[src/common/conv_pkg.sv]
`default_nettype none

package conv_pkg;

    localparam int PIXEL_BITS  = 8;                        // Unsigned pixel width
    localparam int WEIGHT_BITS = 8;                        // Unsigned weight width
    localparam int KERNEL_SIZE = 5;                        // Kernel side length
    localparam int PAD         = KERNEL_SIZE / 2;          // Zero border on each side
    localparam int PIC_SIZE    = 8;                        // Image width and height
    localparam int KERNEL_TAPS = KERNEL_SIZE * KERNEL_SIZE;
    localparam int ROW_WIDTH   = PIC_SIZE + 2 * PAD;       // Padded row length

    // Largest single product, all taps at full scale set the result width
    localparam int MAX_PRODUCT = (2 ** PIXEL_BITS - 1) * (2 ** WEIGHT_BITS - 1);
    localparam int RESULT_BITS = $clog2(KERNEL_TAPS * MAX_PRODUCT + 1); // 21 bits

    typedef logic [PIXEL_BITS-1:0]  pixel_t;
    typedef logic [WEIGHT_BITS-1:0] weight_t;
    typedef logic [RESULT_BITS-1:0] result_t;

    typedef pixel_t  [KERNEL_TAPS-1:0] window_t;           // Row major, tap 0 top left
    typedef weight_t [KERNEL_TAPS-1:0] weights_t;          // Same order as window_t

    typedef logic [$clog2(PIC_SIZE)-1:0]            col_t;
    typedef logic [$clog2(PIC_SIZE * PIC_SIZE)-1:0] res_addr_t;
    typedef logic [$clog2(KERNEL_TAPS)-1:0]         waddr_t;

endpackage

`default_nettype wire
[src/conv_core/conv_pe.sv]
`timescale 1ns/1ps
`default_nettype none

module conv_pe import conv_pkg::*; (
    input  logic     clk,
    input  logic     rst_n,
    input  logic     in_valid,
    input  window_t  window,
    input  weights_t weights,
    output result_t  result,
    output logic     result_valid
);

    typedef logic [PIXEL_BITS+WEIGHT_BITS-1:0] prod_t;

    prod_t [KERNEL_TAPS-1:0] prod;           // Stage 1 products
    logic                    prod_valid;
    result_t                 sum;            // Adder tree, full precision

    // Stage 1, one multiplier per tap
    always_ff @(posedge clk) begin
        if (in_valid) begin
            for (int k = 0; k < KERNEL_TAPS; k++) begin
                prod[k] <= window[k] * weights[k];
            end
        end
    end

    always_comb begin
        sum = '0;
        for (int k = 0; k < KERNEL_TAPS; k++) begin
            sum = sum + result_t'(prod[k]);
        end
    end

    // Stage 2 holds the sum
    always_ff @(posedge clk) begin
        if (prod_valid) begin
            result <= sum;
        end
    end

    always_ff @(posedge clk or negedge rst_n) begin
        if (!rst_n) begin
            prod_valid   <= 1'b0;
            result_valid <= 1'b0;
        end else begin
            prod_valid   <= in_valid;        // No stall, one item per cycle
            result_valid <= prod_valid;
        end
    end

endmodule

`default_nettype wire

[config.mk]
export PLATFORM = sky130hd
export DESIGN_NAME = conv_pe
export DESIGN_NICKNAME = d
export VERILOG_FILES = /design/src/common/conv_pkg.sv /design/src/conv_core/conv_pe.sv
export SDC_FILE = /design/constraint.sdc
export NUM_CORES = 2
export LEC_CHECK = 0
export BUFFER_PORTS_ARGS = -buffer_cell sky130_fd_sc_hd__buf_2
export CAP_MARGIN = 20
export CORE_MARGIN = 1.5
export CORE_UTILIZATION = 40
export CTS_CLUSTER_SIZE = 20
export DETAILED_ROUTE_END_ITERATION = 8
export SYNTH_ARGS = -nofsm -noshare
export SYNTH_HDL_FRONTEND = slang
export SYNTH_SLANG_ARGS = --single-unit
[constraint.sdc]
create_clock -name clk -period 10.55 [get_ports clk]
set_clock_uncertainty 0.05 [all_clocks]
set_input_delay 0.5275 -clock clk [delete_from_list [all_inputs] [get_ports clk]]
set_output_delay 0.5275 -clock clk [all_outputs]
set_load 0.01 [all_outputs]
=== Yosys cells after proc, flatten, opt, wreduce, memory -nomap -nowiden ===
Cells that the tools add are included.
W data, S select, Z words.

* Multiply operators: 25
* $add $sub $neg: 24

{| class="wikitable"
|+ Operator list
! operator !! number
|-
| $mul A8 B8 Y16 || 25
|-
| $add A21 B16 Y21 || 19
|-
| $add A20 B16 Y21 || 1
|-
| $add A19 B16 Y20 || 1
|-
| $add A18 B16 Y19 || 1
|-
| $add A17 B16 Y18 || 1
|-
| $add A16 B16 Y17 || 1
|}

* Output and inout bits: 22
* Logic and storage cells: 77
* Input bits: 403
* Flip-flop bits (word level): 423

=== Depth between registers and ports, before layout ===
* Depth in word-level cells: 24
* Gate-level depth with buffers: 23
* Gate-level depth less buffers: 22

=== Worst setup path before layout ===
Ideal clock, no wire load.

* Kind: reg2reg
* Start point: reg prod[339] (netlist bit)
* End point: reg result[16] (data pin)
* Cell stages (with the launch flop): 18
* Data required time: 10230 ps
* Data arrival time: 5558 ps
* Path buffers: 0
* Slack: 4671 ps
* Period minus slack after synthesis: 5879 ps
* Library setup time: 270 ps
* Path through: edfxtp_1 -> fa_1 -> fa_1 -> inv_1 -> fa_1 -> fa_1 -> inv_1 -> fa_1 -> fa_1 -> fa_1 -> inv_1 -> fa_1 -> and2b_1 -> o21ai_2 -> a21oi_1 -> o2111ai_1 -> nand3_1 -> or3b_2

* Word-level cells in the longest chain between the ends: 4

{| class="wikitable"
|+ RTL lines
! element !! RTL line !! RTL
|-
| start: declaration || conv_pe.sv:16 || <nowiki>prod_t [KERNEL_TAPS-1:0] prod;</nowiki>
|-
| start signal: indexed assignment || conv_pe.sv:24 || <nowiki>prod[k] <= window[k] * weights[k];</nowiki>
|-
| $add A21 B16 Y21 (4 in series) || conv_pe.sv:32 || <nowiki>sum = sum + result_t'(prod[k]);</nowiki>
|-
| net sum[16] || conv_pe.sv:18 || <nowiki>result_t sum;</nowiki>
|-
| end signal: assignment || conv_pe.sv:39 || <nowiki>result <= sum;</nowiki>
|-
| end: declaration || conv_pe.sv:10 || <nowiki>output result_t result,</nowiki>
|}

The timed path passes the listed nets, and every way through them passes these cells.
A chain may end at the register's enable or synchronous reset.

=== Final worst setup path ===
* Start point: reg prod[340] (netlist bit)
* End point: reg result[19] (data pin)

The elaborated chain is that of the path after synthesis.

==> metrics.yaml <==
outcome: "complete, no violations"
grt_pass1_vias: 55500
layout.core_utilization: 0.441
postSynth.topFlopCell: "edfxtp_1"
report.final.setup_viol: 0
series_of_cell_instances_along_the_critical_path: "fa_1 -> fa_1 -> inv_1 -> fa_1 -> fa_1 -> inv_1 -> fa_1 -> fa_1 -> inv_1 -> fa_1 -> inv_1 -> ha_1 -> o21ai_0 -> o21ai_0 -> nand4_1 -> a2111oi_2 -> o41ai_1 -> xnor2_1"
rsz0062_at_grt: "no"
drtAntennaViolNets: 0
timing.critical_path.max_delay_family: "adder cells"
synth.yosys.seq_area_share: 0.171
area_delta_synth_final_pct: 9.22
max_cap_violation_count: 0
worst_path_max_delay_cell: "fa_1"
mappedNetlistNets: 10100
yosys.area.top_type_share: 0.341
yosys.cell_count.top_type: "inv_1"
placeableCoreArea_um2: 184000
cts_inserted_buffers: 48
ys.warnings.count: 0
die_height_um: 433
number_of_synthesized_flops_with_an_enable_pin: 421
postSynthAreaPerCell_um2: 9.91
vias: 52300
globalRoute.totalOverflow: 0
startpoint_type: "flip-flop"
cp.arrival_ns: 6.62
maxSlewViolCount: 0
netlist_area_um2: 74100
synth_cells: 7477
grt_pass1_wl_um: 314000
critPathBufInv: 4
setup.worst_path.class: "flip-flop to flip-flop"
detail_route.first_pass.iterations: 5
ctsLongestPathBuffers: 3
hold_class: "input pin to asynchronous set/reset pin"
detailed_place_hpwl_um: 172000
h-tree-depth: 2
clk_latency_ns: 0.63
numClockSinks: 423
fmax_ghz: 0.158
place.port_buffers: 424
synth_top_cells_by_count: "1649 x inv_1, 1263 x fa_1, 936 x ha_1"
nets: 10500
drcViolationCount: 0
min_period_over_period: 0.598
tns_ns: 0
num_io_pins: 425
grt_util_all_layers: 0.215
synthDominantAreaCellType: "fa_1"
largest_net_degree_at_the_start_of_global_routing: 170
tritoncts: "yes"
vias_per_cell: 4.99
yosys_register_bits: 423
yosysUniqueCellTypes: 69
floorplan.die.width_um: 433
die_area_um2: 188000
timing.critical_path.required_ns: 10.85
core.rowCount: 157
floorplan.initialDensity: 0.404
hold_viol: 0
cts_root_buffer_type: "clkbuf_16"
slew-limit-headroom: 0.261
tightestPinTransition_ns: 1.11
wire_per_inst_um: 18.8
timing.critical_path.to_type: "flip-flop"
crit_top_cell: "fa_1"
asyncSetResetFlopFracSynth: 0.00473
max_stage_delay_ns: 0.54
synth_top_cells_by_area: "fa_1 34%, edfxtp_1 17%, ha_1 16%, inv_1 8.4%, and2_1 7.4%"
wl_um: 197000
layout_min_cycle_time_ns: 6.31
drive_gt1_frac: 0.0678
critPathMaxFanout: 4
detail_route.iter0.violations: 2952
gp_routability_congestion: 0.887
antenna_found_initial: 87
clock_pin_slew_reported_for_the_worst_setup_and_hold_paths_after_clock_tree_synthesis_ns: 0.07
[layout by cell type (no fill, tap or decap), drive strengths merged, types with 7 or more instances in the layout]
cell type  Yosys  final
a2111oi        7      7
a211o          8      8
a211oi        19     19
a21o          71     71
a21oi        180    180
a31o          14     14
a31oi         29     29
and2         882    882
and3          44     44
buf            1    427
clkbuf        26     52
clkinv         0     25
diode          0     42
edfxtp       421    421
fa          1263   1263
ha           936    936
inv         1649   1652
mux2i         12     12
nand2        902    902
nand2b        22     22
nand3         42     42
nand4          9      9
nor2         160    160
nor2b         47     47
nor3         110    110
nor3b          7      7
o211a         43     43
o211ai        64     64
o21a          14     14
o21ai         97     97
o21bai         9      9
o31ai         10     10
or2            7      7
or3           29     29
or4            7      7
xnor2        187    187
xor2          80     80
[state kept, by name, summed over array words and instances (netlist names)]
signal and count:
result_valid 1, prod_valid 1, result 21, prod 400
[layout make-up]
| class | instances | area, µm² |
|---|---|---|
| Inverter | 1649 | 6190 |
| Sequential cell | 423 | 12700 |
| Multi-Input combinational cell | 5378 | 55100 |
| Timing Repair Buffer | 428 | 2180 |
| Tap cell | 2464 | 3080 |
| Clock buffer | 52 | 1220 |
| Antenna cell | 42 | 105 |
| Clock inverter | 35 | 355 |
| Fill cell | 17700 | 103000 |
[worst register-to-register path, stage by stage (launching register included)]
cell       delay (ns)
edfxtp_1         0.42
fa_1             0.52
fa_1             0.54
inv_1            0.06
fa_1             0.49
fa_1             0.51
inv_1            0.06
fa_1             0.50
fa_1             0.49
inv_1            0.05
fa_1             0.48
inv_1            0.04
ha_1             0.32
o21ai_0          0.10
o21ai_0          0.41
nand4_1          0.25
a2111oi_2        0.47
o41ai_1          0.14
xnor2_1          0.13
[stage by stage]
| step | area (µm²) | instances | hold WS [ns] | worst slack, ns |
|---|---|---|---|---|
| floorplan | 74100 | 7477 | 0.182 | 4.67 |
| global placement | 79300 | 10300 | 0.293 | 4.23 |
| detailed placement | 79300 | 10300 | 0.293 | 4.23 |
| CTS | 80900 | 10400 | 0.179 | 4.20 |
| global route | 80900 | 10500 | 0.193 | 3.97 |
| finish | 81000 | 10500 | 0.216 | 4.24 |
[path summary, 6_finish.rpt]
kind                        startpoint           end  slack (ns)  cells past startpoint
max                          prod[340]    result[19]        4.24                     18
min                              rst_n  result_valid        0.22                      2
max reg2reg                  prod[340]    result[19]        4.24                     18
min reg2reg                  prod[384]     result[0]        0.64                      1
max in group asynchronous        rst_n    prod_valid       10.11                      2
min in group clk           window[168]     prod[336]        0.28                      2
[what timing repair did]
action,4_1_cts,5_1_grt
resized for setup,0,0
hold endpoints to repair,2,0
hold buffers,1,0
setup endpoints to repair,0,0
setup buffers,0,0
[metal layers]
layer  vias up  share of wire  routed length (µm)  global-route usage
met5         -         0.0015                 303                   0
met4        46          0.030                5830              0.0588
met3       256          0.040                7900              0.0220
met2      1063           0.51              101000               0.387
met1     26500           0.41               81500               0.274
li1      24400              -                   -                   -
[cells by family after synthesis]
family | synth area share
AO/OA/AOI/OAI | 0.0557
XOR/XNOR | 0.0315
adder cells (fa/ha/maj) | 0.499
buffers and inverters | 0.0849
flip-flops | 0.171
multiplexers | 0.00192
AND/OR/NAND/NOR | 0.156
Power is left out: the tool's default activity adds up to more than one toggle a clock period on the data nets, which glitch-free logic cannot reach.
