`config.mk`:
```
export PLATFORM = sky130hd
export DESIGN_NAME = conv_sequencer_flat
export DESIGN_NICKNAME = d
export VERILOG_FILES = /design/src/common/conv_pkg.sv /design/src/common/line_ctrl_if.sv /design/src/hw/conv_sequencer.sv /design/src/flat_wrapper.sv
export SDC_FILE = /design/constraint.sdc
export NUM_CORES = 1
export LEC_CHECK = 0
export BUFFER_PORTS_ARGS = -buffer_cell sky130_fd_sc_hd__buf_2
export CAP_MARGIN = 5
export CORE_ASPECT_RATIO = 1.4
export CORE_MARGIN = 3
export CORE_UTILIZATION = 35
export DETAILED_ROUTE_END_ITERATION = 7
export SETUP_SLACK_MARGIN = 0.5
export SKIP_CTS_REPAIR_TIMING = 1
export SLEW_MARGIN = 15
export SYNTH_ARGS = -nofsm -noshare
export SYNTH_HDL_FRONTEND = slang
export SYNTH_SLANG_ARGS = --single-unit
```
`constraint.sdc`:
```
create_clock -name clk -period 3.48 [get_ports clk]
set_input_delay 0.522 -clock clk [delete_from_list [all_inputs] [get_ports clk]]
set_output_delay 0.522 -clock clk [all_outputs]
set_load 0.005 [all_outputs]
```
`src/common/conv_pkg.sv`:
```
`default_nettype none

package conv_pkg;

    localparam int PIXEL_BITS  = 8;                        // Unsigned pixel width
    localparam int WEIGHT_BITS = 8;                        // Unsigned weight width
    localparam int KERNEL_SIZE = 5;                        // Kernel side length
    localparam int PAD         = KERNEL_SIZE / 2;          // Zero border on each side
    localparam int PIC_SIZE    = 8;                        // Image width and height
    localparam int KERNEL_TAPS = KERNEL_SIZE * KERNEL_SIZE;
    localparam int ROW_WIDTH   = PIC_SIZE + 2 * PAD;       // Padded row length

    // Largest single product, all taps at full scale set the result width
    localparam int MAX_PRODUCT = (2 ** PIXEL_BITS - 1) * (2 ** WEIGHT_BITS - 1);
    localparam int RESULT_BITS = $clog2(KERNEL_TAPS * MAX_PRODUCT + 1); // 21 bits

    typedef logic [PIXEL_BITS-1:0]  pixel_t;
    typedef logic [WEIGHT_BITS-1:0] weight_t;
    typedef logic [RESULT_BITS-1:0] result_t;

    typedef pixel_t  [KERNEL_TAPS-1:0] window_t;           // Row major, tap 0 top left
    typedef weight_t [KERNEL_TAPS-1:0] weights_t;          // Same order as window_t

    typedef logic [$clog2(PIC_SIZE)-1:0]            col_t;
    typedef logic [$clog2(PIC_SIZE * PIC_SIZE)-1:0] res_addr_t;
    typedef logic [$clog2(KERNEL_TAPS)-1:0]         waddr_t;

endpackage

`default_nettype wire
```
`src/common/line_ctrl_if.sv`:
```
`timescale 1ns/1ps
`default_nettype none

interface line_ctrl_if import conv_pkg::*; ();

    logic fill;       // Pulse, prepare the next output row
    logic row_ready;  // Pulse, rows in place for windowing
    logic last_row;   // Prepared row is the final output row
    col_t col;        // Window column

    // Sequencer side
    modport seq (
        output fill,
        output col,
        input  row_ready,
        input  last_row
    );

    // Line buffer side
    modport lbuf (
        input  fill,
        input  col,
        output row_ready,
        output last_row
    );

endinterface

`default_nettype wire

```
`src/hw/conv_sequencer.sv`:
```
`timescale 1ns/1ps
`default_nettype none

module conv_sequencer import conv_pkg::*; (
    input  logic      clk,
    input  logic      rst_n,
    input  logic      conv_start,
    line_ctrl_if.seq  lb,
    output logic      load,
    input  logic      loaded,
    output logic      win_valid,
    input  logic      res_valid,
    output res_addr_t conv_result_addr,
    output logic      conv_finish
);

    typedef enum logic [1:0] {IDLE, LOAD, FILL, CAL} state_t;

    state_t    state;
    col_t      res_col;                     // Column of the next returning result
    res_addr_t res_addr;                    // Raster address of the next result

    assign conv_result_addr = res_addr;     // Lines up with res_valid

    always_ff @(posedge clk or negedge rst_n) begin
        if (!rst_n) begin
            state       <= IDLE;
            load        <= 1'b0;
            lb.fill     <= 1'b0;
            lb.col      <= '0;
            win_valid   <= 1'b0;
            res_col     <= '0;
            res_addr    <= '0;
            conv_finish <= 1'b0;
        end else begin
            load        <= 1'b0;            // Single cycle pulses
            lb.fill     <= 1'b0;
            conv_finish <= 1'b0;
            case (state)
                IDLE: begin
                    if (conv_start) begin
                        load     <= 1'b1;   // Fetch kernel first
                        res_addr <= '0;
                        res_col  <= '0;
                        state    <= LOAD;
                    end
                end
                LOAD: begin
                    if (loaded) begin
                        lb.fill <= 1'b1;    // First fill of the frame
                        state   <= FILL;
                    end
                end
                FILL: begin
                    if (lb.row_ready) begin
                        lb.col    <= '0;
                        win_valid <= 1'b1;  // Windows go out back to back
                        state     <= CAL;
                    end
                end
                CAL: begin
                    if (win_valid) begin
                        if (lb.col == col_t'(PIC_SIZE - 1)) begin
                            win_valid <= 1'b0;
                        end else begin
                            lb.col <= lb.col + col_t'(1);
                        end
                    end
                    // Row is done only when its last result is back
                    if (res_valid) begin
                        res_addr <= res_addr + res_addr_t'(1);
                        if (res_col == col_t'(PIC_SIZE - 1)) begin
                            res_col <= '0;
                            if (lb.last_row) begin
                                conv_finish <= 1'b1;
                                state       <= IDLE;
                            end else begin
                                lb.fill <= 1'b1;
                                state   <= FILL;
                            end
                        end else begin
                            res_col <= res_col + col_t'(1);
                        end
                    end
                end
                default: state <= IDLE;
            endcase
        end
    end

    // A window takes two cycles through the PE, so no fill in that span
    assert property (@(posedge clk) disable iff (!rst_n)
        win_valid |-> (!lb.fill) [*3]);

    // PE results only come back during a compute row
    assert property (@(posedge clk) disable iff (!rst_n)
        res_valid |-> state == CAL);

endmodule

`default_nettype wire

```
`src/flat_wrapper.sv`:
```
// flat-port wrapper written by rule: the top's interface ports become plain ports
module conv_sequencer_flat import conv_pkg::*;
  (clk, rst_n, conv_start, load, loaded, win_valid, res_valid, conv_result_addr, conv_finish, lb_fill, lb_col, lb_row_ready, lb_last_row);
  line_ctrl_if lb_i ();
  input  logic clk;
  input  logic rst_n;
  input  logic conv_start;
  output logic load;
  input  logic loaded;
  output logic win_valid;
  input  logic res_valid;
  output res_addr_t conv_result_addr;
  output logic conv_finish;
  output wire logic [$bits(lb_i.fill)-1:0] lb_fill;
  output wire logic [$bits(lb_i.col)-1:0] lb_col;
  input wire logic [$bits(lb_i.row_ready)-1:0] lb_row_ready;
  input wire logic [$bits(lb_i.last_row)-1:0] lb_last_row;
  assign lb_fill = lb_i.fill;
  assign lb_col = lb_i.col;
  assign lb_i.row_ready = lb_row_ready;
  assign lb_i.last_row = lb_last_row;
  conv_sequencer u_core (.clk(clk), .rst_n(rst_n), .conv_start(conv_start), .lb(lb_i), .load(load), .loaded(loaded), .win_valid(win_valid), .res_valid(res_valid), .conv_result_addr(conv_result_addr), .conv_finish(conv_finish));
endmodule
```
# Word level (Yosys, flattened, before mapping)
# Cells that the tools add are included.
[word_totals] ff_bits=18 in_bits=7 out_inout_bits=13 elab_cells=63
[classes] addsub=3 eq_ne=12 mux=33 n_reduce_logical=7
[op_table] cell="3-bit two-way mux" count=6
[op_table] cell="1-bit two-way mux" count=13
[op_table] cell="2-bit two-way mux" count=6
[op_table] cell="6-bit two-way mux" count=2
[op_table] cell="3-bit one-hot mux with 2 select lines" count=2
[op_table] cell="6-bit one-hot mux with 2 select lines" count=1
[op_table] cell="2-bit != test (second input constant)" count=5
[op_table] cell="2-bit one-hot mux with 4 select lines" count=1
[op_table] cell="3-bit by 1-bit adder with 3-bit output (second input constant)" count=2
[op_table] cell="6-bit by 1-bit adder with 6-bit output (second input constant)" count=1
[op_table] cell="3-bit equality test (second input constant)" count=2
[op_table] cell="5-bit AND reduction" count=1
[op_table] cell="2-bit equality test (second input constant)" count=2
[op_table] cell="2-bit by 1-bit != test with 1-bit output (second input constant)" count=2
[op_table] cell="1-bit one-hot mux with 2 select lines" count=2
[op_table] cell="4-bit AND reduction" count=1
[op_table] cell="2-bit nonzero test" count=2
[op_table] cell="3-bit AND reduction" count=1
[op_table] cell="2-bit by 1-bit equality test with 1-bit output (second input constant)" count=1
[op_table] cell="2-bit zero test" count=1
[op_table] cell="2-bit AND reduction" count=1

# Depth between registers and ports, before layout
# Gate-level depths: netlist of run 1.
[logic_depth] ltp_word=4 ltp_mapped=5 mapped_depth_nobuf=5

# Worst setup path after synthesis of run 1
# OpenSTA, ideal clock, no wires.
[synth_path] path_type="in2reg" startpoint="input port conv_start" endpoint="register u_core.res_addr[0] (netlist: u_core.conv_result_addr[0])" setup_time_ps=125 arrival_time_ps=1321 required_time_ps=3355 slack_ps=2034 path_stages=4 n_path_buf=0 cell_sequence="or3b_4 inv_1 nor2_1 mux2_2"
[synth_between] elab_chain_cells=2
[synth_rtl] element="from (decl)" line="flat_wrapper.sv:7" rtl="input logic conv_start;"
[synth_rtl] element="2-bit != test (no line)"
[synth_rtl] element="3-bit AND reduction (no line)"
[synth_rtl] element="to (signal assigned)" line="conv_sequencer.sv:71" rtl="res_addr <= res_addr + res_addr_t'(1);"
[synth_rtl] element="to (decl)" line="conv_sequencer.sv:21" rtl="res_addr_t res_addr;"
# No other way between the ends.
# A chain may end at the register's enable or synchronous reset.

# Final worst setup path of run 1
[layout_path] startpoint="register u_core.state[1]" endpoint="register u_core.res_addr[5] (netlist: u_core.conv_result_addr[5])"
[layout_between] elab_chain_cells=3
[layout_rtl] element="from (decl)" line="conv_sequencer.sv:19" rtl="state_t state;"
[layout_rtl] element="from (signal assigned)" line="conv_sequencer.sv:27" rtl="state <= IDLE;"
[layout_rtl] element="from (signal assigned)" line="conv_sequencer.sv:45" rtl="state <= LOAD;"
[layout_rtl] element="from (signal assigned)" line="conv_sequencer.sv:51" rtl="state <= FILL;"
[layout_rtl] element="2-bit equality test / 2-bit zero test (equally long branches)" line="conv_sequencer.sv:39" rtl="case (state)"
[layout_rtl] element="2-bit != test (no line) / 2-bit nonzero test (equally long branches)"
[layout_rtl] element="3-bit AND reduction (no line)"
# Parallel ways exist; a longest one is shown, timed or not.

==> metrics.md, run 1 <==
| Metric | Value |
|---|---|
| Outcome | `complete, no violations` |
| Skew final | `approximately 0.75 ps` |
| Clock Path Buffers | `2` |
| Die area | `between 3000 and 4000 sq um` |
| Antenna cells | `0` |
| Commonest cells post-synth | `18 x dfrtp_1, 8 x nand2_1, 6 x a21oi_1, 6 x ha_1, 5 x o21ai_0` |
| Ys Warns | `0` |
| DRT Pass-1 Iters | `4` |
| Worst path bufs/invs | `0` |
| CP max stage cell | `dfrtp_1` |
| DRC | `0` |
| Synth Area in Adders | `roughly 8.7%` |
| Seq/Total Area, Yosys | `around 52%` |
| Vias per cell | `approximately 5.7` |
| Unrepaired setup endpoints after global routing | `no` |
| PnR worst setup slack | `~1900 ps` |
| Static Leak | `slightly above 0.0005 uW` |
| Average routed wire per standard cell | `around 14 um` |
| Met1 wire length | `a little over 700 um` |
| Met3 routed WL | `just over 70 um` |
| Number of H-tree levels | `1` |
| Top_reg_cell synth | `dfrtp_1` |
| Num CTS Buffers | `3` |
| Vias in the first global route | `676` |
| Critical Path, Cell by Cell | `nand4_2, or4_1, a21oi_1` |
| DRT Wirelength | `about 1.7 mm` |
| Worst skew pair latency | `roughly 290 ps` |
| Gp weighted congestion | `roughly 0.7` |
| Die width | `approximately 48 um` |
| TritonCTS clock tree | `yes` |
| Slew HR | `between 70% and 80%` |
| Top Metal Used | `met4` |
| Area contributors post-synth | `dfrtp_1 52%, ha_1 8.7%, a21oi_1 3.5%` |
| Mux cell area share after synthesis | `under 10%` |
| Row count | `20` |
| Critical Path AT | `about 1800 ps` |
| FF+latch count, synth | `18` |
| CTS Sinks | `18` |
| Final setup vio count | `0` |
| Max Slew Vio Count | `0` |
| CP startpoint kind | `flop` |
| Clock slew at reported path FFs | `around 90 ps` |
| EDFF count, synth | `0` |
| Detailed placer's ending HPWL | `between 1 and 1.5 mm` |
| Post-Route Utilization | `44.28%` |
| Final hold violation count | `0` |
| Most common cell in the synthesized netlist | `dfrtp_1` |
| Sum Neg Setup Slack | `0 ps` |
| Slew @ Worst Pin | `about 400 ps` |
| Post-Synth Simple-Gate Area | `~15%` |
| Global-route wire length before repair | `between 2 and 3 mm` |
| Post-place setup slack | `between 1500 and 2000 ps` |
| WP data required | `about 3700 ps` |
| Worst hold slack | `roughly 140 ps` |
| Final min period | `~1600 ps` |
| Final global-route overflow total | `0` |
| Synth unique cells | `26` |
| Share of layout cells above drive strength 1 | `between 20% and 30%` |
| Post-synth top area share | `roughly 52%` |
| Largest family of logic cells by synthesized area | `compound AO/OA/AOI/OAI gates` |
| Final nets | `around 110` |
| Fin crit share | `45.75%` |
| ANT nets after route | `0` |
| XOR/XNOR Fraction of Synth Area | `1.019%` |
| Syn nets | `91` |
| MaxCap Viol Count | `0` |
| Initial Util | `a little under two fifths` |
| Initial antenna violation count | `0` |
| Dominant delay contributor by cell family on the critical path | `simple AND/OR/NAND/NOR gates` |
| Root buf cell | `clkbuf_4` |
| Core Area | `about 2300 sq um` |
| Synth Instances | `78` |
| CP endpoint kind | `flop` |
| Ports | `20` |
| Cell Area, Synth | `859.6 sq um` |
| Largest net degree at the start of global routing | `19` |
| Peak VDD IR | `~370 uV` |
| Slowest stage delay, CP | `roughly 590 ps` |
| Power per standard cell area | `a little under 800 nW/um^2` |
| Initial DRC count | `13` |
| PortBufs | `19` |
| Fill count | `about 230` |
| Fraction of registers with async set or reset after synthesis | `100.0%` |
| Worst min path class | `input pin to async pin` |
| Total GRT Usage | `13.54%` |
| Worst setup path category | `flop to flop` |
| Synth Area in Compound Gates | `between 10% and 20%` |
| Worst-path fanout max | `13` |
| Met2 WL | `~880 um` |
| Yosys top cell by area | `dfrtp_1` |
| Vert. Die Dim | `64.64 um` |
| FMAX | `0.6281 GHz` |
| Vias | `just under 700` |
| Avg Cell Area, Syn | `approximately 11 sq um` |
| Syn-to-layout area delta | `16.01%` |
==> cells in the final DEF (no fill, tap or decap), types with 3 or more instances in the layout <==
cell	Yosys	final
buf_2	0	19
dfrtp_1	18	18
nand2_1	8	8
a21oi_1	6	6
ha_1	6	6
o21ai_0	5	5
nor2_1	4	4
inv_1	3	3
a22o_1	3	3
o31ai_1	3	3
clkbuf_4	0	3
==> registers in the layout, indices dropped and copies added, names as in the netlist <==
name and flops:
u_core.conv_result_addr 6, u_core.lb.col 3, u_core.res_col 3, u_core.state 2, u_core.conv_finish 1, u_core.lb.fill 1, u_core.load 1, u_core.win_valid 1
==> power breakdown <==
part           internal, uW  switching (uW)
logic                   157             150
registers               290            82.9
clock network          40.3            61.5
total                   487             294
==> logic make-up (layout without fill, tap and decap cells) <==
kind of cell             Yosys count  in the layout
buffers and inverters              5             25
AO/OA/AOI/OAI                     22             22
XOR/XNOR                           1              1
flip-flops                        18             18
multiplexers                       3              3
adder cells (fa/ha/maj)            6              6
AND/OR/NAND/NOR                   23             23
==> final timing paths <==
check / start / to / slack (ps) / depth (start not counted)
worst max-delay path: u_core.state[1] / u_core.conv_result_addr[5] / 1890 / 3
worst max register to register: u_core.state[1] / u_core.conv_result_addr[5] / 1890 / 3
worst min register to register: u_core.res_col[1] / u_core.res_col[1] / 520 / 1
min in group clk: loaded / u_core.state[1] / 500 / 3
worst min-delay path: rst_n / u_core.win_valid / 140 / 1
max in group asynchronous: rst_n / u_core.lb.col[0] / 3060 / 1
==> through the flow <==
stage | total power, uW | area, sq um | cells
final | 781.6 | 997.2 | 120
after global routing | 861.6 | 997.2 | 120
after CTS | 794.6 | 997.2 | 120
after detailed placement | 689.5 | 974.7 | 117
after global placement | 673.0 | 974.7 | 117
after floorplan | 566.6 | 859.6 | 78
==> layer usage <==
layer  vias up  track usage [%]
met4         0            8.081
met1       328            15.26
met3         5            2.500
li1        327                -
met5         -                0
met2        21            22.19
==> layout make-up <==
cell class	count	area [sq um]	area share, %
Timing Repair Buffer	19	95.09	9.536
Multi-Input combinational cell	55	390.4	39.15
Clock buffer	3	22.52	2.258
Inverter	3	11.26	1.129
Tap cell	22	27.53	2.760
Sequential cell	18	450.4	45.17
==> worst register-to-register path, cell delays in order (launching register included) <==
cell and delay (ps):
dfrtp_1 590, nand4_2 250, or4_1 510, a21oi_1 180
No activity file was read; power rests on OpenSTA's default activity.
==> inputs of run 2 (changes only) <==
--- a/config.mk
+++ b/config.mk
@@ -5,6 +5,7 @@
 export SDC_FILE = /design/constraint.sdc
 export NUM_CORES = 1
 export LEC_CHECK = 0
+export ABC_AREA = 1
 export BUFFER_PORTS_ARGS = -buffer_cell sky130_fd_sc_hd__buf_2
 export CAP_MARGIN = 5
 export CORE_ASPECT_RATIO = 1.4
==> constraint.sdc (replaced) <==
create_clock -name clk -period 1.4 [get_ports clk]
set_input_delay 0.21 -clock clk [delete_from_list [all_inputs] [get_ports clk]]
set_output_delay 0.21 -clock clk [all_outputs]
set_load 0.005 [all_outputs]
==> run 2 against run 1 <==
Non-clock buffer count up 21. Combinational power rose to 4.4 times the previous value. Count of clock-buffer cells in the layout up 1. First-iteration DRC count up 31%. Synthesized area up 16%. Highest routed layer unchanged. Utilization up 11 points. Synthesized cell count up 47%. Die area up 14%. Critical endpoint is now u_core.state[0].
==> metrics.md, run 2 <==
| Metric | Value |
|---|---|
| Total GRT Usage | `around an eighth` |
| Peak VDD IR | `about 810 uV` |
| Vias per cell | `about 4.7` |
| Comb power frac | `roughly 54%` |
| Max reg flops | `6` |
| Vias | `between 900 and 1k` |
| Clock slew at reported path FFs | `about 100 ps` |
| Detailed placer's ending HPWL | `between 1.5 and 2 mm` |
| Worst path bufs/invs | `2` |
| Hold Crit Depth | `3` |
| EDFF count, synth | `0` |
| DRT Wirelength | `roughly 2.4 mm` |
| Power, Total | `about 2500 uW` |
| Post-synth top area share | `between 40% and 50%` |
| Cell Area, Synth | `roughly 1000 sq um` |
| Final std cells w/o fill | `slightly below 200` |
| Placed Area | `1171 sq um` |
| WP data required | `around 1600 ps` |
| Share of layout cells above drive strength 1 | `52.53%` |
| Dominant delay contributor by cell family on the critical path | `flip-flops` |
| Row count | `22` |
| Switching power total | `1056 uW` |
| Static Leak | `about 0.00074 uW` |
| PortBufs | `19` |
| Antenna cells | `0` |
| Most common cell in the synthesized netlist | `nand2_1` |
| Worst hold start | `res_valid` |
| CP dominant cell by count | `ha_4` |
| Sum Neg Setup Slack | `0 ps` |
| Vias in the first global route | `856` |
| Number of H-tree levels | `1` |
| Top_reg_cell synth | `dfrtp_1` |
| Initial antenna violation count | `0` |
| Worst setup path category | `flop to flop` |
| Final setup vio count | `0` |
| Fraction of registers with async set or reset after synthesis | `100.0%` |
| Ys Warns | `0` |
| Fin crit share | `93.09%` |
| Root buf cell | `clkbuf_4` |
| CP endpoint kind | `flop` |
| Area contributors post-synth | `dfrtp_1 45%, nand2_1 11%, ha_1 7.5%` |
| Initial Util | `37.35%` |
| Vert. Die Dim | `approximately 69 um` |
| Max Slew Vio Count | `0` |
| Synth unique cells | `25` |
| Seq/Total Area, Yosys | `a little under half` |
| Final nets | `around 170` |
| MaxCap Viol Count | `0` |
| Final min period | `approximately 1300 ps` |
| Yosys top cell by area | `dfrtp_1` |
| ANT nets after route | `0` |
| Outcome | `complete, no violations` |
| Ports | `20` |
| Largest net degree at the start of global routing | `19` |
| FF-to-FF path depth | `8` |
| FF+latch count, synth | `18` |
| Final hold violation count | `0` |
| CP startpoint kind | `flop` |
| Synth Instances | `roughly 120` |
| Unrepaired setup endpoints after global routing | `yes` |
| DRT Pass-1 Iters | `4` |
| FMAX | `about 0.77 GHz` |
| Final global-route overflow total | `0` |
| Worst-path fanout max | `3` |
| Commonest non-fill, non-tap cell in the layout | `nand2_1` |
| Critical Path, Cell by Cell | `ha_4, ha_4, inv_4, nand3_4, nand2_2, inv_2, nand3_1, nand2_1` |
| Worst min path class | `input pin to flop` |
| Share of power burned in registers | `33.8%` |
| Syn-to-layout area delta | `47.18%` |
| Skew final | `4.655 ps` |
| DRC | `0` |
| Sw Ratio | `between 40% and 50%` |
| Core Area | `around 2700 sq um` |
| CP max stage cell | `dfrtp_2` |
| Slowest stage delay, CP | `about 440 ps` |
| Post-Route Utilization | `54.97%` |
| R2r endpoint | `u_core.state[0]` |
| Slew HR | `roughly 73%` |
| Avg Cell Area, Syn | `8.671 sq um` |
| Global-route wire length before repair | `around 3.6 mm` |
| Share of total power in the clock network | `12.6%` |
| Fin area | `around 1500 sq um` |
| Worst skew pair latency | `290 ps` |
| Worst Hold Path EP | `u_core.conv_finish` |
| Commonest cells post-synth | `30 x nand2_1, 18 x dfrtp_1, 13 x inv_1` |
| Power per standard cell area | `1705 nW/um^2` |
| Clock Path Buffers | `2` |
| R2r setup slk | `between 90 and 100 ps` |
| Syn nets | `128` |
| Die area | `3535 sq um` |
| Gp weighted congestion | `about 0.84` |
| CTS Sinks | `18` |
| Slew @ Worst Pin | `between 400 and 500 ps` |
| Most frequent cells in the layout | `26 x nand2_1, 19 x buf_2, 17 x buf_4` |
| Average routed wire per standard cell | `roughly 12 um` |
| Worst reg2reg startpoint | `u_core.res_col[0]` |
| Cell Int Power | `1446 uW` |
| Initial DRC count | `17` |
| Die width | `approximately 51 um` |
| Cells after DPL | `168` |
| Num CTS Buffers | `3` |
| Critical Path AT | `1490 ps` |
| TritonCTS clock tree | `yes` |
## run 2: layer usage
layer	track usage [%]	share of wire [%]	vias to the layer above
met1	15.17	40	430
met2	23.24	56	15
met5	0	0	-
met4	4.491	0.34	0
li1	-	-	460
met3	2.160	3.1	2
## run 2: how the worst max path moves through the flow
| stage | from | endpoint | cells after the start | slack (ps) |
|---|---|---|---|---|
| after global routing | u_core.res_col[0] | u_core.state[0] | 8 | 20 |
| after detailed placement | u_core.state[0] | u_core.conv_result_addr[5] | 5 | 30 |
| final | u_core.res_col[0] | u_core.state[0] | 8 | 100 |
| after global placement | u_core.state[0] | u_core.res_col[0] | 4 | 90 |
| after floorplan | u_core.res_col[0] | u_core.state[0] | 9 | 240 |
| after CTS | u_core.state[0] | u_core.res_col[0] | 4 | 30 |
## run 2: final cells by class
cell class              count  area (sq um)
clock buffers               4         36.28
inverters                  17         76.32
multi-input cells          79         594.3
flip-flops and latches     18         455.4
fillers                   271          1202
well taps                  36         45.04
repair buffers             40         260.3
## run 2: per-stage QoR
stage | hold WS [ps] | worst slack [ps]
floorplan | -85.59 | 244.6
global placement | 168.2 | 87.42
detailed placement | 168.1 | 28.63
CTS | -159.9 | 29.24
global route | 200.8 | 22.10
finish | 219.6 | 96.67
## run 2: worst min-delay path: cells and delay by family
family	cells	cell delay [ps]
buffers and inverters	2	210
AND/OR/NAND/NOR	1	50
## run 2: power by group through the flow
stage	logic [uW]	registers, uW	clock network [uW]
3_5_place_dp	871	870	0
5_1_grt	1500	869	364
2_1_floorplan	792	761	0
3_3_place_gp	838	859	0
4_1_cts	876	857	332
6_report	1340	846	316
## run 2: logic make-up (layout without fill, tap and decap cells)
| family | Yosys count | after routing | share of synthesized area (%) |
|---|---|---|---|
| AO/OA/AOI/OAI | 14 | 14 | 9.160 |
| adder cells (fa/ha/maj) | 6 | 6 | 7.528 |
| buffers and inverters | 19 | 61 | 9.034 |
| flip-flops | 18 | 18 | 45.17 |
| AND/OR/NAND/NOR | 58 | 59 | 29.11 |
