==> src/common/conv_pkg.sv <==
`default_nettype none

package conv_pkg;

    localparam int PIXEL_BITS  = 8;                        // Unsigned pixel width
    localparam int WEIGHT_BITS = 8;                        // Unsigned weight width
    localparam int KERNEL_SIZE = 5;                        // Kernel side length
    localparam int PAD         = KERNEL_SIZE / 2;          // Zero border on each side
    localparam int PIC_SIZE    = 8;                        // Image width and height
    localparam int KERNEL_TAPS = KERNEL_SIZE * KERNEL_SIZE;
    localparam int ROW_WIDTH   = PIC_SIZE + 2 * PAD;       // Padded row length

    // Largest single product, all taps at full scale set the result width
    localparam int MAX_PRODUCT = (2 ** PIXEL_BITS - 1) * (2 ** WEIGHT_BITS - 1);
    localparam int RESULT_BITS = $clog2(KERNEL_TAPS * MAX_PRODUCT + 1); // 21 bits

    typedef logic [PIXEL_BITS-1:0]  pixel_t;
    typedef logic [WEIGHT_BITS-1:0] weight_t;
    typedef logic [RESULT_BITS-1:0] result_t;

    typedef pixel_t  [KERNEL_TAPS-1:0] window_t;           // Row major, tap 0 top left
    typedef weight_t [KERNEL_TAPS-1:0] weights_t;          // Same order as window_t

    typedef logic [$clog2(PIC_SIZE)-1:0]            col_t;
    typedef logic [$clog2(PIC_SIZE * PIC_SIZE)-1:0] res_addr_t;
    typedef logic [$clog2(KERNEL_TAPS)-1:0]         waddr_t;

endpackage

`default_nettype wire
==> src/hw/conv_weight_loader.sv <==
`timescale 1ns/1ps
`default_nettype none

module conv_weight_loader import conv_pkg::*; (
    input  logic     clk,
    input  logic     rst_n,
    input  logic     load,
    output logic     weight_rd,
    output waddr_t   weight_addr,
    input  weight_t  weight_data,
    input  logic     weight_data_valid,
    output weights_t weights,
    output logic     loaded
);

    waddr_t tap;                             // Next tap to be written
    logic   taps_full;                       // Kernel complete since last load

    always_ff @(posedge clk or negedge rst_n) begin
        if (!rst_n) begin
            weight_rd   <= 1'b0;
            weight_addr <= '0;
            tap         <= '0;
            taps_full   <= 1'b0;
            loaded      <= 1'b0;
        end else begin
            loaded <= 1'b0;
            // Read side, one address per cycle
            if (load) begin
                weight_rd   <= 1'b1;
                weight_addr <= '0;
                tap         <= '0;
                taps_full   <= 1'b0;
            end else if (weight_rd) begin
                if (weight_addr == waddr_t'(KERNEL_TAPS - 1)) begin
                    weight_rd <= 1'b0;       // Last address issued
                end else begin
                    weight_addr <= weight_addr + waddr_t'(1);
                end
            end
            // Return side, latency is up to the memory
            if (weight_data_valid) begin
                if (tap == waddr_t'(KERNEL_TAPS - 1)) begin
                    tap       <= '0;
                    taps_full <= 1'b1;
                    loaded    <= 1'b1;
                end else begin
                    tap <= tap + waddr_t'(1);
                end
            end
        end
    end

    always_ff @(posedge clk) begin
        if (weight_data_valid) begin
            weights[tap] <= weight_data;     // Fills in address order
        end
    end

    // Memory must return exactly one word per read
    assert property (@(posedge clk) disable iff (!rst_n)
        weight_data_valid |-> !taps_full);

endmodule

`default_nettype wire

==> config.mk <==
export PLATFORM = sky130hd
export DESIGN_NAME = conv_weight_loader
export DESIGN_NICKNAME = d
export VERILOG_FILES = /design/src/common/conv_pkg.sv /design/src/hw/conv_weight_loader.sv
export SDC_FILE = /design/constraint.sdc
export NUM_CORES = 1
export LEC_CHECK = 0
export BUFFER_PORTS_ARGS = -buffer_cell sky130_fd_sc_hd__buf_4
export CAP_MARGIN = 20
export CELL_PAD_IN_SITES_DETAIL_PLACEMENT = 1
export CELL_PAD_IN_SITES_GLOBAL_PLACEMENT = 2
export CORE_ASPECT_RATIO = 0.75
export CORE_MARGIN = 10
export CORE_UTILIZATION = 39
export DETAILED_ROUTE_END_ITERATION = 16
export MAX_ROUTING_LAYER = met4
export PLACE_DENSITY_LB_ADDON = 0.1
export SLEW_MARGIN = 20
export SYNTH_ARGS = -nofsm -noshare
export SYNTH_HDL_FRONTEND = slang
export SYNTH_SLANG_ARGS = --single-unit
==> constraint.sdc <==
create_clock -name clk -period 3.7 [get_ports clk]
set_input_delay 0.555 -clock clk [delete_from_list [all_inputs] [get_ports clk]]
set_output_delay 0.555 -clock clk [all_outputs]
set_load 0.05 [all_outputs]
-- Word-level counts from Yosys, hierarchy flattened
Cells that the tools add are included.
- register bits after elaboration: 212
- bits in latches: 0
- memory bits (writable): 0
- bits in read-only memories: 0
- output and inout port bits: 207
- memories kept: 0
- add/sub/neg operators: 2
- $mul: 0
- div/mod/pow operators: 0
- $lt $le $gt $ge: 2
- eq/ne operators: 3
- shifts and indexed selects: 0
- mux-type cells: 14
- bitwise gates (word level): 0
- reductions and logical operators: 4
- operators by type and width (operator ; count):
    $bwmux W200 ; 1
    $demux W8 S5 ; 1
    $mux W5 ; 6
    $add A5 B1 Y5 const B ; 2
    $eq A5 B5 Y1 const B ; 2
    $mux W8 ; 1
    $lt A5 B6 Y1 const B ; 1
    $ge A5 B1 Y1 const B ; 1
    $mux W1 ; 5
    $reduce_bool A2 Y1 ; 2
    $ne A2 B2 Y1 const B ; 1
    $reduce_and A2 Y1 ; 1
    $logic_and A1 B1 Y1 ; 1

-- Depth between registers and ports, before layout
Gate-level depths: netlist of the first run.
- depth after elaboration: 5
- depth in mapped cells: 5
- gate-level depth less buffers: 5

-- Worst setup path before layout of the first run
Ideal clock, no wire load.
- path kind: flip-flop to flip-flop
- start: register, netlist name tap[0]
- end: register weights[192] (netlist name), enable pin
- library setup time: 383 ps
- data arrival time: 1450 ps
- required time: 3317 ps
- slack: 1867 ps
- cell stages (with the launch flop): 5
- path through: dfrtp_1 -> inv_1 -> ha_1 -> nand2_1 -> nor3_1
- RTL lines (element ; line ; source):
    end signal, assigned by index ; conv_weight_loader.sv:56 ; weights[tap] <= weight_data;
    end, declared ; conv_weight_loader.sv:12 ; output weights_t weights,

==> flow_summary_export.csv, run 1 <==
group,metric,value,unit
placement,port_buffers,218,
global_routing,grt_max_degree,26,
logic_synthesis,syn_area,6840,µm²
pwr,intPower,4.16,mW
sta,finalSetupViolations,0,
layout,syn2layout_area_growth,39.4,%
clock_tree,clkSinkCount,212,
setup_path,crit_path_start_kind,"flip-flop",
floorplan,die_y,135,µm
route,via_per_inst,4.78,
logic_synthesis,syn_avg_cell_area,22.5,µm²
pwr,ir_worst_vdd,0.348,mV
pwr,power.density,556,nW/µm²
sta,tightest_slew,0.787,ns
layout,register_area,6310,µm²
sta,finClkSkew,0.00871,ns
sta,finalCritPeriodShare,0.531,
route,vias,3815,
setup_path,required,3.82,ns
layout,final_util,0.560,
global_routing,met3_usage,0.0702,
global_routing,grt_use_met2,0.243,
global_routing,antenna_found_initial,0,
logic_synthesis,yosys_warnings,0,
floorplan,fp-row-count,41,
pwr,pwr-share-seq,0.510,
clock_tree,cts-resized-gates,0,
global_routing,grtUsageTotal,0.164,
global_routing,top_usage_layer,"met2",
clock_tree,post_cts_buffers,0,
sta,slew_headroom,0.473,
sta,max_freq,509,MHz
layout,multi_input_area,498,µm²
clock_tree,cts_made_buffers,22,
worst_hold_path,holdCritPathClass,"in -> reg",
logic_synthesis,syn_nets,322,
logic_synthesis,ys_seq_area_frac,0.922,
route,drt_first_pass_iters,6,
route,ant_nets,0,
setup_path,max_stage_delay,0.66,ns
clock_tree,cts_max_level,1,
floorplan,die_w,173,µm
floorplan,fp.dieArea,23300,µm²
setup_path,cp-end-kind,"flip-flop",
floorplan,fp.coreArea,17000,µm²
global_routing,grt_overflow,0,
logic_synthesis,synth_compound_area_frac,0.0102,
logic_synthesis,synthCells,304,
logic_synthesis,synth_mux_area_frac,0,
setup_path,crit_fanout,8,
clock_tree,cts.path.max_buffers,3,
logic_synthesis,synthXorXnorAreaFrac,0.00256,
clock_tree,cts_tree,"done",
layout,layout.nets,564,
placement,place.gp.congestion,0.798,
clock_tree,cts_root_buffer,"clkbuf_16",
global_routing,grt_pass1_wl,28.1,mm
pwr,p_sw_frac,0.215,
global_routing,grt_pass1_vias,4168,
sta,drv_slew,0,
placement,dp_hpwl,13.0,mm
run_status,status,"completed",
sta,setup_tns,0,ns
logic_synthesis,synth_top_family_by_area,"simple AND/OR/NAND/NOR gates",
route,drc,0,
logic_synthesis,synth_seq_cells,212,
clock_tree,insertion_delay,0.49,ns
sta,hold_viol_final,0,
floorplan,pin_count,219,
global_routing,grt.met1_usage,0.210,
pwr,power_frac_comb,0.059,
setup_path,crit_chain,"inv_1 -> nand2_1 -> nor2_1",
logic_synthesis,synth_cell_types,25,
pwr,switching_power,1.14,mW
route,avgRoutedWirePerCell,24.4,µm
clock_tree,clkTransAtPathRegs,0.06,ns
sta,rsz0062_at_grt,"no",
route,wl,19.5,mm
layout,fillers,1578,
pwr,leakage,3.61,nW
setup_path,cp_slowest_cell,"nor2_1",
run,maxCapViolations,0,
route,first_iter_violations,210,
logic_synthesis,synth_simple_gate_area_share,0.0483,
layout,drive_gt1_frac,0.456,
setup_path,crit_arrival,2.09,ns
floorplan,start_util,0.402,
sta,finalCriticalPeriod,1.96,ns
setup_path,crit_type,"reg -> reg",
pwr,p_clk_frac,0.431,
layout,n_antenna_cell,0,
logic_synthesis,synth-adder-area-share,0.0110,
-- metal layers --
metal	vias to the layer above	wire (µm)
li1	1659	-
met1	1944	8570
met2	192	8520
met3	20	2070
met4	0	296
met5	-	0
-- repair_timing --
| action | CTS | global route |
|---|---|---|
| hold buffers | 1 | 0 |
| endpoints found under the setup margin | 0 | 0 |
| hold endpoints to repair | 12 | 0 |
-- layout make-up --
type,instances,share of cell area
Inverter,6,0.00236
Tap cell,236,0.0310
Multi-Input combinational cell,83,0.0522
Clock inverter,11,0.0164
Timing Repair Buffer,221,0.174
Sequential cell,212,0.661
Clock buffer,29,0.0627
-- power groups by stage --
| stage | clock network (mW) | logic (mW) | registers, mW |
|---|---|---|---|
| floorplan | 0 | 0.0687 | 2.86 |
| global placement | 0 | 0.314 | 2.75 |
| detailed placement | 0 | 0.317 | 2.75 |
| CTS | 2.32 | 0.319 | 2.70 |
| global route | 2.41 | 0.334 | 2.71 |
| finish | 2.29 | 0.313 | 2.70 |
-- final timing paths --
| check | slack, ns | to | cells after the start | from |
|---|---|---|---|---|
| hold reg to reg | 0.59 | tap[0] | 1 | tap[0] |
| setup reg to reg | 1.74 | weights[83] | 3 | tap[4] |
| min in group asynchronous | 0.45 | weight_addr[1] | 2 | rst_n |
| hold / removal | 0.32 | weight_addr[2] | 2 | load |
| max in group asynchronous | 3.08 | tap[1] | 2 | rst_n |
| setup / recovery | 1.74 | weights[83] | 3 | tap[4] |
-- synthesized netlist by cell type --
cell type / count / area, µm²
a21oi_1: 1 / 5.00
nand2b_1: 2 / 12.5
ha_1: 6 / 75.1
nand4b_1: 2 / 17.5
nor2b_1: 1 / 6.26
o31ai_2: 1 / 12.5
dfrtp_1: 12 / 300
and2b_1: 1 / 7.51
inv_1: 6 / 22.5
o22ai_1: 2 / 12.5
o31ai_1: 1 / 7.51
nand4_1: 2 / 12.5
buf_2: 2 / 10.0
o21ai_0: 4 / 20.0
or2_1: 1 / 6.26
xor2_1: 2 / 17.5
a31oi_1: 2 / 12.5
nand4b_4: 2 / 47.6
edfxtp_1: 200 / 6010
nor3_1: 4 / 20.0
nor2_1: 26 / 97.6
nand3_1: 9 / 45.0
and2_4: 1 / 8.76
buf_6: 1 / 11.3
nand2_1: 13 / 48.8
-- state kept, by name, indices dropped and copies added, names as in the netlist --
| register | count |
|---|---|
| loaded | 1 |
| tap | 5 |
| weight_addr | 5 |
| weight_rd | 1 |
| weights | 200 |
-- cells in the final DEF, fill, tap and decap left out, types with 2 or more instances in the layout --
master	n
buf_4	220
edfxtp_1	200
nor2_1	26
clkbuf_16	23
nand2_1	13
dfrtp_1	12
nand3_1	9
inv_1	6
ha_1	6
clkbuf_1	6
o21ai_0	4
bufinv_16	4
nor3_1	3
clkinv_1	3
nand2b_1	2
nand4b_4	2
a31oi_1	2
o22ai_1	2
nand4b_1	2
nand4_1	2
xor2_1	2
clkinvlp_4	2
clkinv_2	2
-- through the flow --
stage / instances / instance area (µm²) / hold slack, ns / setup WS, ns / power, mW
detailed placement: 757 / 8770 / 0.415 / 1.57 / 3.07
floorplan: 304 / 6840 / 0.259 / 1.87 / 2.93
global placement: 757 / 8770 / 0.414 / 1.70 / 3.07
CTS: 798 / 9530 / 0.315 / 1.65 / 5.34
finish: 798 / 9540 / 0.321 / 1.74 / 5.30
global route: 798 / 9540 / 0.313 / 1.53 / 5.45
-- cells by family after synthesis --
family                   after synthesis
AO/OA/AOI/OAI                         11
XOR/XNOR                               2
adder cells (fa/ha/maj)                6
buffers and inverters                  9
flip-flops                           212
AND/OR/NAND/NOR                       64
-- worst max-delay path: cells and delay by family, from the launching register on --
kind | cells | cell delay [ns]
and+or+nand+nor | 2 | 0.94
buffers and inverters | 1 | 0.19
DFF | 1 | 0.47
Power figures use the tool's default switching activity.
==> run 2, diff against run 1 <==
--- a/config.mk
+++ b/config.mk
@@ -11,7 +11,7 @@
 export CELL_PAD_IN_SITES_GLOBAL_PLACEMENT = 2
 export CORE_ASPECT_RATIO = 0.75
 export CORE_MARGIN = 10
-export CORE_UTILIZATION = 39
+export CORE_UTILIZATION = 36
 export DETAILED_ROUTE_END_ITERATION = 16
 export MAX_ROUTING_LAYER = met4
 export PLACE_DENSITY_LB_ADDON = 0.1
==> constraint.sdc (replaced) <==
create_clock -name clk -period 2.02 [get_ports clk]
set_input_delay 0.303 -clock clk [delete_from_list [all_inputs] [get_ports clk]]
set_output_delay 0.303 -clock clk [all_outputs]
set_load 0.05 [all_outputs]
==> flow_summary_export.csv, run 2 (same netlist as run 1, synthesis figures left out) <==
group,metric,value,unit
run_status,status,"completed",
clock_tree,cts.path.max_buffers,3,
global_routing,grt_pass1_wl,28.7,mm
layout,final_util,0.516,
placement,place.gp.congestion,0.788,
clock_tree,cts-resized-gates,0,
setup_path,worstSetupStartpoint,"tap[1]",
layout,top_regs,"weights x200, tap x5, weight_addr x5",
run,maxCapViolations,0,
floorplan,fp.coreArea,18600,µm²
clock_tree,cts_tree,"done",
worst_hold_path,min_from,"load",
layout,design_area,9580,µm²
setup_path,reg2reg_slack,0.35,ns
sta,finClkSkew,0.0158,ns
global_routing,antenna_found_initial,0,
sta,finalSetupViolations,0,
sta,finalCriticalPeriod,1.67,ns
pwr,leakage,3.67,nW
setup_path,r2r_cells,5,
placement,numPlacedInstances,791,
placement,port_buffers,218,
layout,n_antenna_cell,0,
floorplan,die_y,139,µm
worst_hold_path,whs_path_depth,2,
floorplan,start_util,0.369,
sta,drv_slew,0,
setup_path,rr_startpoint,"tap[1]",
floorplan,pin_count,219,
layout,layout.nets,586,
sta,fin_hold_ws,0.0765,ns
route,drc,0,
placement,dpl_cell_area,8950,µm²
clock_tree,cts_made_buffers,21,
setup_path,required,2.20,ns
pwr,ir_worst_vdd,0.634,mV
layout,top_register,"weights",
pwr,p_sw_frac,0.219,
floorplan,die_w,179,µm
layout,layout_common_cells,"buf_4, edfxtp_1, nor2_1, clkbuf_16, nand2_1",
route,wl,19.8,mm
route,via_per_inst,4.68,
route,avgRoutedWirePerCell,24.0,µm
clock_tree,clkTransAtPathRegs,0.06,ns
setup_path,crit_fanout,8,
pwr,pwr-share-seq,0.546,
floorplan,fp-row-count,43,
clock_tree,holdBufCountCts,1,
clock_tree,clkSinkCount,212,
layout,fillers,1750,
clock_tree,cts_root_buffer,"clkbuf_16",
layout,largest_register_ffs,200,
global_routing,grt_overflow,0,
layout,layout_commonest_cell,"buf_4",
layout,syn2layout_area_growth,39.9,%
pwr,p_clk_frac,0.388,
clock_tree,insertion_delay,0.48,ns
floorplan,fp.dieArea,25000,µm²
sta,slew_headroom,0.725,
sta,max_freq,600,MHz
layout,drive_gt1_frac,0.472,
pwr,intPower,7.07,mW
setup_path,crit_type,"reg -> reg",
sta,hold_viol_final,0,
layout,fin_cells,827,
placement,dp_hpwl,13.1,mm
setup_path,cp-end-kind,"flip-flop",
clock_tree,cts_max_level,1,
pwr,switching_power,1.98,mW
route,drt_first_pass_iters,4,
layout,multi_input_area,493,µm²
global_routing,grtUsageTotal,0.158,
pwr,power.density,945,nW/µm²
global_routing,grt_max_degree,26,
pwr,power_frac_comb,0.065,
global_routing,grt_pass1_vias,4229,
route,vias,3868,
sta,rsz0062_at_grt,"no",
sta,finalCritPeriodShare,0.825,
worst_hold_path,holdCritPathClass,"in -> reg",
setup_path,crit_path_start_kind,"flip-flop",
setup_path,crit_arrival,1.84,ns
route,ant_nets,0,
sta,setup_tns,0,ns
clock_tree,post_cts_buffers,0,
sta,tightest_slew,0.413,ns
route,first_iter_violations,222,
layout,register_area,6310,µm²
-- run 2: area by class of cell --
| type | count | area share |
|---|---|---|
| sequential | 212 | 0.659 |
| timing repair buffer | 244 | 0.192 |
| clock buffer | 25 | 0.0564 |
| multi-input combinational | 83 | 0.0515 |
| tap | 247 | 0.0323 |
| clock inverter | 10 | 0.00732 |
| inverter | 6 | 0.00235 |
-- run 2: critical path: stages, from the launching register on --
cell	delay, ns
dfrtp_1	0.42
inv_1	0.12
ha_1	0.19
nand2b_1	0.10
nor3_1	0.29
buf_4	0.24
-- run 2: final timing paths --
check                                  to
hold reg to reg                    tap[0]
setup / recovery              weights[12]
max in group asynchronous  weight_addr[3]
hold / removal             weight_addr[2]
setup reg to reg              weights[12]
min in group asynchronous       weight_rd
-- run 2: metal layers --
metal  routed length, µm  vias to the layer above  track usage
li1                    -                     1703            -
met1                8780                     1964        0.210
met2                8620                      180        0.225
met3                2140                       21       0.0662
met4                 272                        0       0.0258
met5                   0                        -            -
-- run 2: through the flow --
| stage | power, mW | setup WS, ns |
|---|---|---|
| after floorplan | 5.36 | 0.187 |
| after global placement | 5.62 | 0.418 |
| after detailed placement | 5.64 | 0.371 |
| after CTS | 9.17 | 0.341 |
| after global routing | 9.41 | 0.236 |
| final | 9.05 | 0.354 |
-- run 2: power groups by stage --
| stage | sequential (mW) | combinational, mW | clock, mW |
|---|---|---|---|
| final | 4.94 | 0.590 | 3.51 |
| after global placement | 5.03 | 0.590 | 0 |
| after CTS | 4.94 | 0.604 | 3.62 |
| after detailed placement | 5.04 | 0.601 | 0 |
| after floorplan | 5.24 | 0.126 | 0 |
| after global routing | 4.95 | 0.640 | 3.82 |
==> run 3, diff against run 2 <==
--- a/config.mk
+++ b/config.mk
@@ -5,13 +5,14 @@
 export SDC_FILE = /design/constraint.sdc
 export NUM_CORES = 1
 export LEC_CHECK = 0
+export ABC_AREA = 1
 export BUFFER_PORTS_ARGS = -buffer_cell sky130_fd_sc_hd__buf_4
 export CAP_MARGIN = 20
 export CELL_PAD_IN_SITES_DETAIL_PLACEMENT = 1
 export CELL_PAD_IN_SITES_GLOBAL_PLACEMENT = 2
 export CORE_ASPECT_RATIO = 0.75
 export CORE_MARGIN = 10
-export CORE_UTILIZATION = 36
+export CORE_UTILIZATION = 32
 export DETAILED_ROUTE_END_ITERATION = 16
 export MAX_ROUTING_LAYER = met4
 export PLACE_DENSITY_LB_ADDON = 0.1
==> constraint.sdc (replaced) <==
create_clock -name clk -period 1.4 [get_ports clk]
set_input_delay 0.21 -clock clk [delete_from_list [all_inputs] [get_ports clk]]
set_output_delay 0.21 -clock clk [all_outputs]
set_load 0.05 [all_outputs]
==> flow_summary_export.csv, run 3 <==
group,metric,value,unit
run_status,status,"finished with violations",
run_status,violations,"setup timing",
logic_synthesis,synth-async-reset-ratio,0.0566,
clock_tree,insertion_delay,0.49,ns
layout,multi_input_area,678,µm²
layout,largest_register_ffs,200,
setup_path,required,1.59,ns
sta,tightest_slew,0.400,ns
setup_path,reg2reg_slack,-0.04,ns
pwr,power.density,1370,nW/µm²
logic_synthesis,synth_common_cells,"edfxtp_1, nor2_1, nand2_1",
global_routing,grt_overflow,0,
route,avgRoutedWirePerCell,22.8,µm
logic_synthesis,synth_edf_count,200,
setup_path,crit_end,"weights[19]",
sta,finalCritPeriodShare,1.03,
logic_synthesis,syn_nets,333,
setup_path,max_stage_delay,0.43,ns
logic_synthesis,synth_cell_types,22,
logic_synthesis,synth_top_area_frac,0.879,
clock_tree,cts_root_buffer,"clkbuf_16",
run,maxCapViolations,0,
logic_synthesis,synthXorXnorAreaFrac,0.00385,
global_routing,antenna_found_initial,0,
route,drc,0,
sta,finalSetupViolations,104,
global_routing,grt_max_degree,26,
logic_synthesis,yosys-top-cells-area,"edfxtp_1, dfrtp_1, nor2_1",
layout,syn2layout_area_growth,48.5,%
worst_hold_path,holdCritPathClass,"in -> reg",
clock_tree,cts_max_level,1,
route,via_per_inst,4.36,
setup_path,crit_chain,"inv_2 -> ha_2 -> nand2_4 -> nor2_1 -> buf_4",
setup_path,rr_endpoint,"weights[19]",
sta,fin_hold_ws,0.0595,ns
logic_synthesis,yosysTopAreaCell,"edfxtp_1",
placement,dp_hpwl,13.9,mm
layout,layout.nets,616,
setup_path,crit_type,"reg -> reg",
layout,design_area,10100,µm²
sta,rsz0062_at_grt,"yes",
logic_synthesis,synth_simple_gate_area_share,0.0482,
logic_synthesis,syn_area,6830,µm²
clock_tree,cts.path.max_buffers,3,
logic_synthesis,synth_top_family_by_area,"simple AND/OR/NAND/NOR gates",
logic_synthesis,synth_mux_area_frac,0,
setup_path,rr_startpoint,"tap[0]",
layout,layout_common_cells,"buf_4, edfxtp_1, clkbuf_16, nand2_1, buf_6",
logic_synthesis,synth-adder-area-share,0.0110,
logic_synthesis,post-synth-top-count-cell,"edfxtp_1",
clock_tree,cts_made_buffers,22,
sta,slew_headroom,0.733,
setup_path,crit_fanout,8,
floorplan,fp-row-count,46,
setup_path,worstSetupStartpoint,"tap[0]",
floorplan,die_y,147,µm
logic_synthesis,syn_avg_cell_area,21.7,µm²
sta,finClkSkew,0.00997,ns
global_routing,grt_pass1_wl,30.1,mm
logic_synthesis,synth_compound_area_frac,0.00568,
logic_synthesis,yosys_warnings,0,
layout,top_register,"weights",
pwr,leakage,3.82,nW
clock_tree,cts_tree,"done",
placement,place_ws,-0.197,ns
logic_synthesis,synthCells,315,
logic_synthesis,synth_seq_cells,212,
layout,register_area,6310,µm²
layout,drive_gt1_frac,0.549,
placement,port_buffers,218,
floorplan,pin_count,219,
floorplan,fp.dieArea,27700,µm²
placement,dpl_cell_area,9210,µm²
sta,finalCriticalPeriod,1.44,ns
sta,setup_tns,-1.95,ns
setup_path,cp_slowest_cell,"dfrtp_2",
setup_path,r2r_cells,5,
layout,top_regs,"weights x200, tap x5, weight_addr x5",
layout,n_antenna_cell,0,
setup_path,crit_path_start_kind,"flip-flop",
route,drt_first_pass_iters,4,
sta,max_freq,696,MHz
route,first_iter_violations,211,
pwr,p_total,13.9,mW
logic_synthesis,synthFlopType,"edfxtp_1",
layout,fillers,2066,
placement,place.gp.congestion,0.741,
clock_tree,clkSinkCount,212,
route,ant_nets,0,
logic_synthesis,ys_seq_area_frac,0.923,
setup_path,crit_arrival,1.63,ns
pwr,ir_worst_vdd,0.870,mV
route,wl,20.5,mm
sta,drv_slew,0,
sta,fin_ws,-0.0377,ns
setup_path,cp-end-kind,"flip-flop",
layout,layout_commonest_cell,"buf_4",
floorplan,start_util,0.324,
floorplan,die_w,189,µm
route,vias,3926,
global_routing,grt_pass1_vias,4407,
global_routing,grtUsageTotal,0.148,
sta,hold_viol_final,0,
clock_tree,clkTransAtPathRegs,0.06,ns
floorplan,fp.coreArea,21100,µm²
==> run 3: cell count changes after synthesis, moves of 3 or more <==
cell,before,now
nor2_1,26,29
nor3_1,4,0
nand2_1,13,23
inv_1,6,11
==> run 3: critical path, delay by kind of cell, from the launching register on <==
| kind | cells | cell delay [ns] |
|---|---|---|
| buffers and inverters | 2 | 0.27 |
| flip-flops | 1 | 0.43 |
| adder cells (fa/ha/maj) | 1 | 0.20 |
| AND/OR/NAND/NOR | 2 | 0.25 |
==> run 3: worst min-delay path by stage <==
stage               startpoint        endpoint  slack (ns)  cells after the start
floorplan                rst_n          loaded       -0.09                      0
global route              load          tap[3]        0.06                      4
detailed placement       rst_n  weight_addr[3]        0.06                      1
finish                    load          tap[4]        0.06                      4
global placement         rst_n       weight_rd        0.07                      1
CTS                       load          tap[4]        0.04                      4
==> run 3: area by class of cell <==
cell class,instances,share of cell area
clock buffer,25,0.0575
multi-input combinational,89,0.0668
tap,288,0.0355
inverter,13,0.00530
timing repair buffer,260,0.204
sequential,212,0.622
clock inverter,13,0.00912
==> run 3: timing repair <==
action | in CTS | in global routing
gates resized for setup | 55 | 3
endpoints found under the setup margin | 201 | 202
setup buffers | 3 | 2
hold endpoints to repair | 12 | 0
hold buffers | 1 | 0
pin swaps | 2 | 3
==> run 3: where the power goes <==
group          leakage (nW)  total (mW)  switching [mW]  internal, mW
registers              1.95        7.18          0.0793          7.10
logic                  1.54        1.24           0.873         0.366
clock network         0.330        5.44            2.27          3.17
==> run 3: metrics by stage <==
| step | utilization | instances |
|---|---|---|
| after floorplan | - | 315 |
| after global placement | 0.437 | 856 |
| after CTS | 0.481 | 898 |
| after detailed placement | 0.437 | 856 |
| final | 0.482 | 900 |
| after global routing | 0.482 | 900 |
==> run 3: cells by family after synthesis <==
| family | count (synthesis) |
|---|---|
| and+or+nand+nor | 73 |
| adders and majority gates | 6 |
| buffers and inverters | 14 |
| xor gates and xnor gates | 3 |
| DFF | 212 |
| AOI/OAI and AO/OA | 7 |
==> run 3: per-layer routing <==
metal  vias up  routed length [µm]  global-route usage  part of all wire
li1       1753                   -                   -                 -
met1      1973                9020               0.186              0.44
met2       183                9220               0.220              0.45
met3        17                2080              0.0664              0.10
met4         0                 197              0.0198            0.0096
met5         -                   0                   -                 0
